### src/design/sadPkg.sv
package sadPkg;

        // Block opcode, same encoding as the memory-to-SAD latch of the core
        typedef enum logic [1:0] {
                SadNop       = 2'd0,
                SadFrame     = 2'd1,
                SadFrameLast = 2'd2,
                SadWindow    = 2'd3
        } sadOpT;

        // Packer: waiting for first beat, collecting beats, holding a full block
        typedef enum logic [1:0] {
                Idle = 2'd0,
                Fill = 2'd1,
                Hold = 2'd2
        } packStateT;

        // Engine output side
        typedef enum logic {
                Run    = 1'b0,
                Report = 1'b1
        } engStateT;

endpackage

### src/design/blockPacker.sv
`timescale 1ns/1ps

module blockPacker import sadPkg::*; #(
        parameter int PixWidth  = 8,
        parameter int BlockSize = 16
) (
        input  logic                          Clk,
        input  logic                          arstN,
        input  logic                          pixValid,
        input  logic [PixWidth-1:0]           pixData,
        input  sadOpT                         op,
        input  logic [31:0]                   fad,
        input  logic                          blkReady,
        output logic                          pixReady,
        output logic                          blkValid,
        output sadOpT                         blkOp,
        output logic [31:0]                   blkFad,
        output logic [BlockSize*PixWidth-1:0] blkData
);

        localparam int BlkWidth = BlockSize * PixWidth;
        localparam int CntWidth = $clog2(BlockSize);

        packStateT            state;
        logic [CntWidth-1:0]  beatCnt;
        logic                 beat;
        logic                 lastBeat;

        ////////////////////////////////////////////////////////////////////////////
        // Handshake
        ////////////////////////////////////////////////////////////////////////////

        // No new pixels while a finished block waits for the latch
        assign pixReady = (state != Hold);
        assign blkValid = (state == Hold);

        assign beat     = pixValid && pixReady;
        assign lastBeat = (beatCnt == CntWidth'(BlockSize - 1));

        ////////////////////////////////////////////////////////////////////////////
        // Beat counter and state
        ////////////////////////////////////////////////////////////////////////////

        always_ff @(posedge Clk or negedge arstN) begin
                if (!arstN) begin
                        state   <= Idle;
                        beatCnt <= '0;
                end else begin
                        case (state)
                                Idle: begin
                                        if (beat) begin
                                                beatCnt <= CntWidth'(1);
                                                state   <= Fill;
                                        end
                                end
                                Fill: begin
                                        if (beat) begin
                                                if (lastBeat) begin
                                                        beatCnt <= '0;
                                                        state   <= Hold;
                                                end else begin
                                                        beatCnt <= beatCnt + CntWidth'(1);
                                                end
                                        end
                                end
                                Hold: begin
                                        if (blkReady) begin
                                                state <= Idle;
                                        end
                                end
                                default: begin
                                        state   <= Idle;
                                        beatCnt <= '0;
                                end
                        endcase
                end
        end

        ////////////////////////////////////////////////////////////////////////////
        // Block payload
        ////////////////////////////////////////////////////////////////////////////

        // Pixels enter at the top and shift down, first pixel ends in slot 0
        always_ff @(posedge Clk) begin
                if (beat) begin
                        blkData <= {pixData, blkData[BlkWidth-1:PixWidth]};
                end
                // Opcode and address belong to the first beat only
                if (beat && state == Idle) begin
                        blkOp  <= op;
                        blkFad <= fad;
                end
        end

endmodule

### src/design/memSadLatch.sv
`timescale 1ns/1ps

module memSadLatch import sadPkg::*; #(
        parameter int PixWidth  = 8,
        parameter int BlockSize = 16
) (
        input  logic                          Clk,
        input  logic                          arstN,
        input  logic                          blkValid,
        input  sadOpT                         blkOp,
        input  logic [31:0]                   blkFad,
        input  logic [BlockSize*PixWidth-1:0] blkData,
        input  logic                          entReady,
        output logic                          blkReady,
        output logic                          entValid,
        output sadOpT                         entOp,
        output logic [31:0]                   entFad,
        output logic [BlockSize*PixWidth-1:0] winData,
        output logic [BlockSize*PixWidth-1:0] frmData
);

        logic accept;
        logic isWindow;
        logic isFrame;

        // Slot frees up in the same cycle its entry is taken
        assign blkReady = !entValid || entReady;
        assign accept   = blkValid && blkReady;

        assign isWindow = (blkOp == SadWindow);
        assign isFrame  = (blkOp == SadFrame) || (blkOp == SadFrameLast);

        ////////////////////////////////////////////////////////////////////////////
        // Frame slot occupancy
        ////////////////////////////////////////////////////////////////////////////

        always_ff @(posedge Clk or negedge arstN) begin
                if (!arstN) begin
                        entValid <= 1'b0;
                end else if (accept && isFrame) begin
                        entValid <= 1'b1;
                end else if (entReady) begin
                        entValid <= 1'b0;
                end
        end

        ////////////////////////////////////////////////////////////////////////////
        // Window and frame registers
        ////////////////////////////////////////////////////////////////////////////

        // Window and Nop blocks are absorbed here and never reach the engine
        always_ff @(posedge Clk) begin
                if (accept) begin
                        if (isWindow) begin
                                winData <= blkData;
                        end else if (isFrame) begin
                                frmData <= blkData;
                                entOp   <= blkOp;
                                entFad  <= blkFad;
                        end
                end
        end

endmodule

### src/design/sadEngine.sv
`timescale 1ns/1ps

module sadEngine import sadPkg::*; #(
        parameter int PixWidth  = 8,
        parameter int BlockSize = 16
) (
        input  logic                                   Clk,
        input  logic                                   arstN,
        input  logic                                   entValid,
        input  sadOpT                                  entOp,
        input  logic [31:0]                            entFad,
        input  logic [BlockSize*PixWidth-1:0]          winData,
        input  logic [BlockSize*PixWidth-1:0]          frmData,
        input  logic                                   resReady,
        output logic                                   entReady,
        output logic                                   resValid,
        output logic [PixWidth+$clog2(BlockSize)-1:0]  resSad,
        output logic [31:0]                            resFad
);

        // Wide enough for BlockSize maximal differences
        localparam int SadWidth = PixWidth + $clog2(BlockSize);

        engStateT                       state;
        logic                           advance;

        // Stage one
        logic                           s1Valid;
        sadOpT                          s1Op;
        logic [31:0]                    s1Fad;
        logic [BlockSize*PixWidth-1:0]  absDiff;

        // Stage two
        logic [SadWidth-1:0]            sadSum;
        logic                           better;
        logic [SadWidth-1:0]            newSad;
        logic [31:0]                    newFad;
        logic                           bestHit;
        logic [SadWidth-1:0]            bestSad;
        logic [31:0]                    bestFad;

        function automatic logic [PixWidth-1:0] pixAbsDiff(input logic [PixWidth-1:0] a,
                                                           input logic [PixWidth-1:0] b);
                return (a > b) ? (a - b) : (b - a);
        endfunction

        ////////////////////////////////////////////////////////////////////////////
        // Pipeline control
        ////////////////////////////////////////////////////////////////////////////

        // Whole pipeline freezes while a result waits
        assign advance  = (state == Run) || resReady;
        assign entReady = advance;
        assign resValid = (state == Report);

        always_ff @(posedge Clk or negedge arstN) begin
                if (!arstN) begin
                        state   <= Run;
                        s1Valid <= 1'b0;
                        bestHit <= 1'b0;
                end else if (advance) begin
                        s1Valid <= entValid;
                        state   <= Run;
                        if (s1Valid) begin
                                if (s1Op == SadFrameLast) begin
                                        // Result moves to the output, next sequence starts fresh
                                        state   <= Report;
                                        bestHit <= 1'b0;
                                end else begin
                                        bestHit <= 1'b1;
                                end
                        end
                end
        end

        ////////////////////////////////////////////////////////////////////////////
        // Stage one: per-pixel absolute differences
        ////////////////////////////////////////////////////////////////////////////

        always_ff @(posedge Clk) begin
                if (advance) begin
                        for (int i = 0; i < BlockSize; i++) begin
                                absDiff[i*PixWidth +: PixWidth] <=
                                        pixAbsDiff(winData[i*PixWidth +: PixWidth],
                                                   frmData[i*PixWidth +: PixWidth]);
                        end
                        s1Op  <= entOp;
                        s1Fad <= entFad;
                end
        end

        ////////////////////////////////////////////////////////////////////////////
        // Stage two: sum, compare, keep best
        ////////////////////////////////////////////////////////////////////////////

        always_comb begin
                sadSum = '0;
                for (int i = 0; i < BlockSize; i++) begin
                        sadSum = sadSum + SadWidth'(absDiff[i*PixWidth +: PixWidth]);
                end
        end

        // Strictly smaller only, so the earlier frame keeps a tie
        assign better = !bestHit || (sadSum < bestSad);
        assign newSad = better ? sadSum : bestSad;
        assign newFad = better ? s1Fad : bestFad;

        always_ff @(posedge Clk) begin
                if (advance && s1Valid) begin
                        bestSad <= newSad;
                        bestFad <= newFad;
                        if (s1Op == SadFrameLast) begin
                                resSad <= newSad;
                                resFad <= newFad;
                        end
                end
        end

endmodule

### src/design/sadTop.sv
`timescale 1ns/1ps

module sadTop import sadPkg::*; #(
        parameter int PixWidth  = 8,
        parameter int BlockSize = 16
) (
        input  logic                                   Clk,
        input  logic                                   arstN,
        input  logic                                   pixValid,
        input  logic [PixWidth-1:0]                    pixData,
        input  sadOpT                                  op,
        input  logic [31:0]                            fad,
        input  logic                                   resReady,
        output logic                                   pixReady,
        output logic                                   resValid,
        output logic [PixWidth+$clog2(BlockSize)-1:0]  resSad,
        output logic [31:0]                            resFad
);

        localparam int BlkWidth = BlockSize * PixWidth;

        ////////////////////////////////////////////////////////////////////////////
        // Packer to latch
        ////////////////////////////////////////////////////////////////////////////

        logic                 blkValid;
        logic                 blkReady;
        sadOpT                blkOp;
        logic [31:0]          blkFad;
        logic [BlkWidth-1:0]  blkData;

        ////////////////////////////////////////////////////////////////////////////
        // Latch to engine
        ////////////////////////////////////////////////////////////////////////////

        logic                 entValid;
        logic                 entReady;
        sadOpT                entOp;
        logic [31:0]          entFad;
        logic [BlkWidth-1:0]  winData;
        logic [BlkWidth-1:0]  frmData;

        blockPacker #(
                .PixWidth  (PixWidth),
                .BlockSize (BlockSize)
        ) packer0 (
                .Clk      (Clk),
                .arstN    (arstN),
                .pixValid (pixValid),
                .pixData  (pixData),
                .op       (op),
                .fad      (fad),
                .blkReady (blkReady),
                .pixReady (pixReady),
                .blkValid (blkValid),
                .blkOp    (blkOp),
                .blkFad   (blkFad),
                .blkData  (blkData)
        );

        memSadLatch #(
                .PixWidth  (PixWidth),
                .BlockSize (BlockSize)
        ) latch0 (
                .Clk      (Clk),
                .arstN    (arstN),
                .blkValid (blkValid),
                .blkOp    (blkOp),
                .blkFad   (blkFad),
                .blkData  (blkData),
                .entReady (entReady),
                .blkReady (blkReady),
                .entValid (entValid),
                .entOp    (entOp),
                .entFad   (entFad),
                .winData  (winData),
                .frmData  (frmData)
        );

        sadEngine #(
                .PixWidth  (PixWidth),
                .BlockSize (BlockSize)
        ) engine0 (
                .Clk      (Clk),
                .arstN    (arstN),
                .entValid (entValid),
                .entOp    (entOp),
                .entFad   (entFad),
                .winData  (winData),
                .frmData  (frmData),
                .resReady (resReady),
                .entReady (entReady),
                .resValid (resValid),
                .resSad   (resSad),
                .resFad   (resFad)
        );

endmodule

### config.mk
export PLATFORM = sky130hd
export DESIGN_NAME = sadTop
export DESIGN_NICKNAME = d
export VERILOG_FILES = /design/src/design/sadPkg.sv /design/src/design/blockPacker.sv /design/src/design/memSadLatch.sv /design/src/design/sadEngine.sv /design/src/design/sadTop.sv
export SDC_FILE = /design/constraint.sdc
export NUM_CORES = 1
export LEC_CHECK = 0
export BUFFER_PORTS_ARGS = -buffer_cell sky130_fd_sc_hd__buf_2
export CAP_MARGIN = 20
export CORE_MARGIN = 2
export CORE_UTILIZATION = 53
export DETAILED_ROUTE_END_ITERATION = 8
export PLACE_DENSITY = 0.75
export SLEW_MARGIN = 5
export SYNTH_ARGS = -nofsm -noshare
export SYNTH_HDL_FRONTEND = slang
export SYNTH_SLANG_ARGS = --single-unit
### constraint.sdc
create_clock -name Clk -period 7.9 [get_ports Clk]
set_input_delay 0.395 -clock Clk [delete_from_list [all_inputs] [get_ports Clk]]
set_output_delay 0.395 -clock Clk [all_outputs]
set_load 0.03 [all_outputs]
==> results.md <==
- Status: finished with violations
- Failing checks: setup timing
- Total global-route track usage: 20.43%
- Drt wl/cell: 19.27 um
- Via count: 19730
- Slew Viols, Final: 0
- Final Util: slightly above 60%
- Final WS setup: -0.1447 ns
- Crit Path Class: reg2reg
- Overflow after GRT: 0
- Htree depth: 3
- Register-to-Register Path Depth: 34
- Final Cycle Share: 101.8%
- Clock buffer count from CTS: 76
- Final min period: 8.045 ns
- Post-synthesis cell area: between 30000 and 40000 sq um
- Crit. Startpoint: engine0.absDiff[0]
- Top cell type's share of synthesized area: 58.74%
- Netlist cell types: about 50
- Switching power: about 5.8 mW
- Routed Antenna Nets: 0
- Wirelength, routed: between 70 and 80 mm
- Post-synth top flop: edfxtp_1
- Largest net degree at the start of global routing: slightly below 70
- Drt drc: 0
- Sw Ratio: 31.20%
- Fillers: 4890
- Io pins: 92
- Max clock buf depth: 3
- Startpoint types: register
- Clk pwr share: between 10% and 20%
- Mapped Cells: 2499
- Critical-path top delay cell: fa_2
- Max VDD drop: between 1 and 1.5 mV
- Worst rel slew slack: between 30% and 40%
- Diode count: 0
- Hold path start: pixValid
- CTS tree: built
- I/O Buffers: 91
- Area Overhead vs Synth: 14.41%
- Multi-input gate area: 13020 sq um
- Min-Delay Path Class: in2reg
- Max stage delay on crit path: around 0.55 ns
- # setup viols final: between 80 and 90
- Drt first-iter violations: about 1500
- Int Pwr: 12.86 mW
- Number of global-route vias before repair: between 20000 and 25000
- FP Rows: 95
- Fin nets: between 3000 and 4000
- Register area share after synthesis: about three fifths
- Worst-Margin Slew: roughly 1 ns
- Combinational share of power: between 50% and 60%
- Clock sinks: 712
- Die width: 264.2 um
- Most used cell, CP: inv_2
- CTS Root Cell: clkbuf_16
- Cell taking the most area after synthesis: edfxtp_1
- Worst Path Max Fanout: 7
- First-pass GRT wire length: between 100 and 150 mm
- Hpwl dp: around 50 mm
- Fmax: about 120 MHz
- RSZ-0062 raised after global routing: true
- Most numerous cell in the Yosys netlist: edfxtp_1
- Yosys Warn Count: 0
- Clock skew: 0.03028 ns
- Initial Util: 53.43%
- Clock Latency Late Sink: 0.64 ns
- CP required: 8.28 ns
- Fraction of layout cells with a size suffix above 1: around an eighth
- Placer Congestion: about 0.9
- Worst Setup End Kind: register
- Pwr dens: between 400 and 500 nW/um^2
- Via density: 5.375
- Die height: about 260 um
- Synth async-reset ratio: between 1 and 1.5%
- Seq pwr share: between 20% and 30%
- Synthesized area per cell: around 14 sq um
- Arrival time at the worst endpoint: 8.42 ns
- Total core area: around 67000 sq um
- First-pass detailed-route iteration total: 5
- Reg2reg start: engine0.absDiff[0]
- Hold Vio Cnt, Final: 0
- Fin Hold WS: approximately 0.08 ns
- Mapped Nets: roughly 3000
- Synth cell count leaders: edfxtp_1, inv_1, ha_1
- LEAKAGE: roughly 17 nW
- Max cap viols: 0
- Die Area: 69800 sq um
- Clock-pin slew of the registers on the worst-case setup and hold paths: about 0.070 ns
- FF+latch area: ~21000 sq um
- Initial antenna violation count: 1
- #FFs+latches synth: 712
- Hold Path Depth: 3
- Post-synth EDFFs: between 700 and 800
- Most area-consuming cells after synthesis: edfxtp_1, ha_1, fa_1
[worst max-delay path, delay by kind of cell, from the launching register on]
family | cells | cell delay [ns]
buffers and inverters | 9 | 0.69
XOR/XNOR | 2 | 0.28
AND/OR/NAND/NOR | 3 | 0.66
flip-flops | 1 | 0.35
multiplexers | 1 | 0.31
AO/OA/AOI/OAI | 9 | 1.36
adder cells (fa/ha/maj) | 10 | 4.10
[through the flow]
step	instance area (sq um)	total power [mW]	setup slack, ns	TNS [ns]	std cells
after floorplan	35900	9.966	0.06199	0	2499
after global placement	37530	11.38	-0.2299	-17.16	3461
after detailed placement	37530	11.73	-0.4138	-32.83	3461
after CTS	41030	18.78	-0.1516	-10.17	3671
after global routing	41050	19.70	-0.4043	-30.87	3670
final	41050	18.70	-0.1447	-7.986	3670
[area by class of cell]
cell class | count | area share (%)
Clock inverter | 51 | 1.347
Multi-Input combinational cell | 1328 | 31.70
Clock buffer | 88 | 4.791
Tap cell | 873 | 2.661
Inverter | 425 | 3.886
Sequential cell | 712 | 51.96
Timing Repair Buffer | 193 | 3.654
[layer usage]
layer	wire length (um)	vias to the layer above	global-route usage (%)	share of wire (%)
met5	13	-	0	0.018
met4	1894	2	6.357	2.7
met3	2904	127	3.561	4.1
met2	34740	419	34.38	49
met1	31190	9941	27.21	44
li1	-	9237	-	-
[layout by cell type, fill, tap and decap left out, types with 16 or more instances in the layout]
master | synthesis | routed
a21boi_0 | 16 | 16
edfxtp_1 | 702 | 702
fa_1 | 134 | 130
nand3_1 | 36 | 36
and3_1 | 18 | 16
mux2i_1 | 112 | 112
a221oi_1 | 32 | 32
dlygate4sd3_1 | 0 | 43
inv_1 | 425 | 419
o21ai_0 | 78 | 76
nor2b_1 | 65 | 65
ha_1 | 281 | 276
clkbuf_16 | 0 | 76
buf_2 | 1 | 91
a21o_1 | 19 | 19
nand2b_1 | 50 | 49
xnor2_1 | 57 | 55
and2_1 | 49 | 48
buf_4 | 14 | 45
a211oi_1 | 17 | 17
a21oi_1 | 109 | 104
nand2_1 | 49 | 49
xor2_1 | 53 | 53
mux2_4 | 12 | 44
[path summary, 6_finish.rpt]
check,slack [ns],endpoint
min in group asynchronous,0.20,packer0.beatCnt[2]
hold reg to reg,0.40,latch0.entFad[29]
max in group asynchronous,7.49,engine0.bestHit
setup / recovery,-0.14,engine0.bestSad[2]
hold / removal,0.08,packer0.state[0]
setup reg to reg,-0.14,engine0.bestSad[2]
[state kept, by name, indices dropped and copies added (netlist names), 4 cells and up]
signal and count:
engine0.absDiff 128, engine0.bestFad 32, engine0.bestSad 12, engine0.resFad 32
engine0.resSad 12, engine0.s1Fad 32, latch0.entFad 32, latch0.frmData 128
latch0.winData 128, packer0.beatCnt 4, packer0.blkData 128, packer0.blkFad 32
[logic make-up after synthesis]
family | count (synthesis) | share of synthesized area [%]
adders and majority gates | 415 | 17.27
DFF | 712 | 59.44
muxes | 157 | 4.662
xor gates and xnor gates | 110 | 2.685
AOI/OAI and AO/OA | 335 | 5.959
and+or+nand+nor | 311 | 4.944
buffers and inverters | 459 | 5.035
[power groups by stage]
stage | Sequential [mW] | Combinational (mW) | Clock, mW
3_5_place_dp | 5.15 | 6.58 | 0
6_report | 5.07 | 10.1 | 3.54
3_3_place_gp | 5.14 | 6.24 | 0
2_1_floorplan | 5.12 | 4.85 | 0
5_1_grt | 5.09 | 10.9 | 3.74
4_1_cts | 5.07 | 10.1 | 3.60
[repair_timing]
action | 4_1_cts | 5_1_grt
setup buffers | 24 | 0
endpoints found under the setup margin | 88 | 88
hold buffers | 43 | 0
gates resized for setup | 65 | 12
cloned | 6 | 0
hold endpoints to repair | 52 | 0
pin swaps | 28 | 33
No activity file was read; power rests on OpenSTA's default activity.
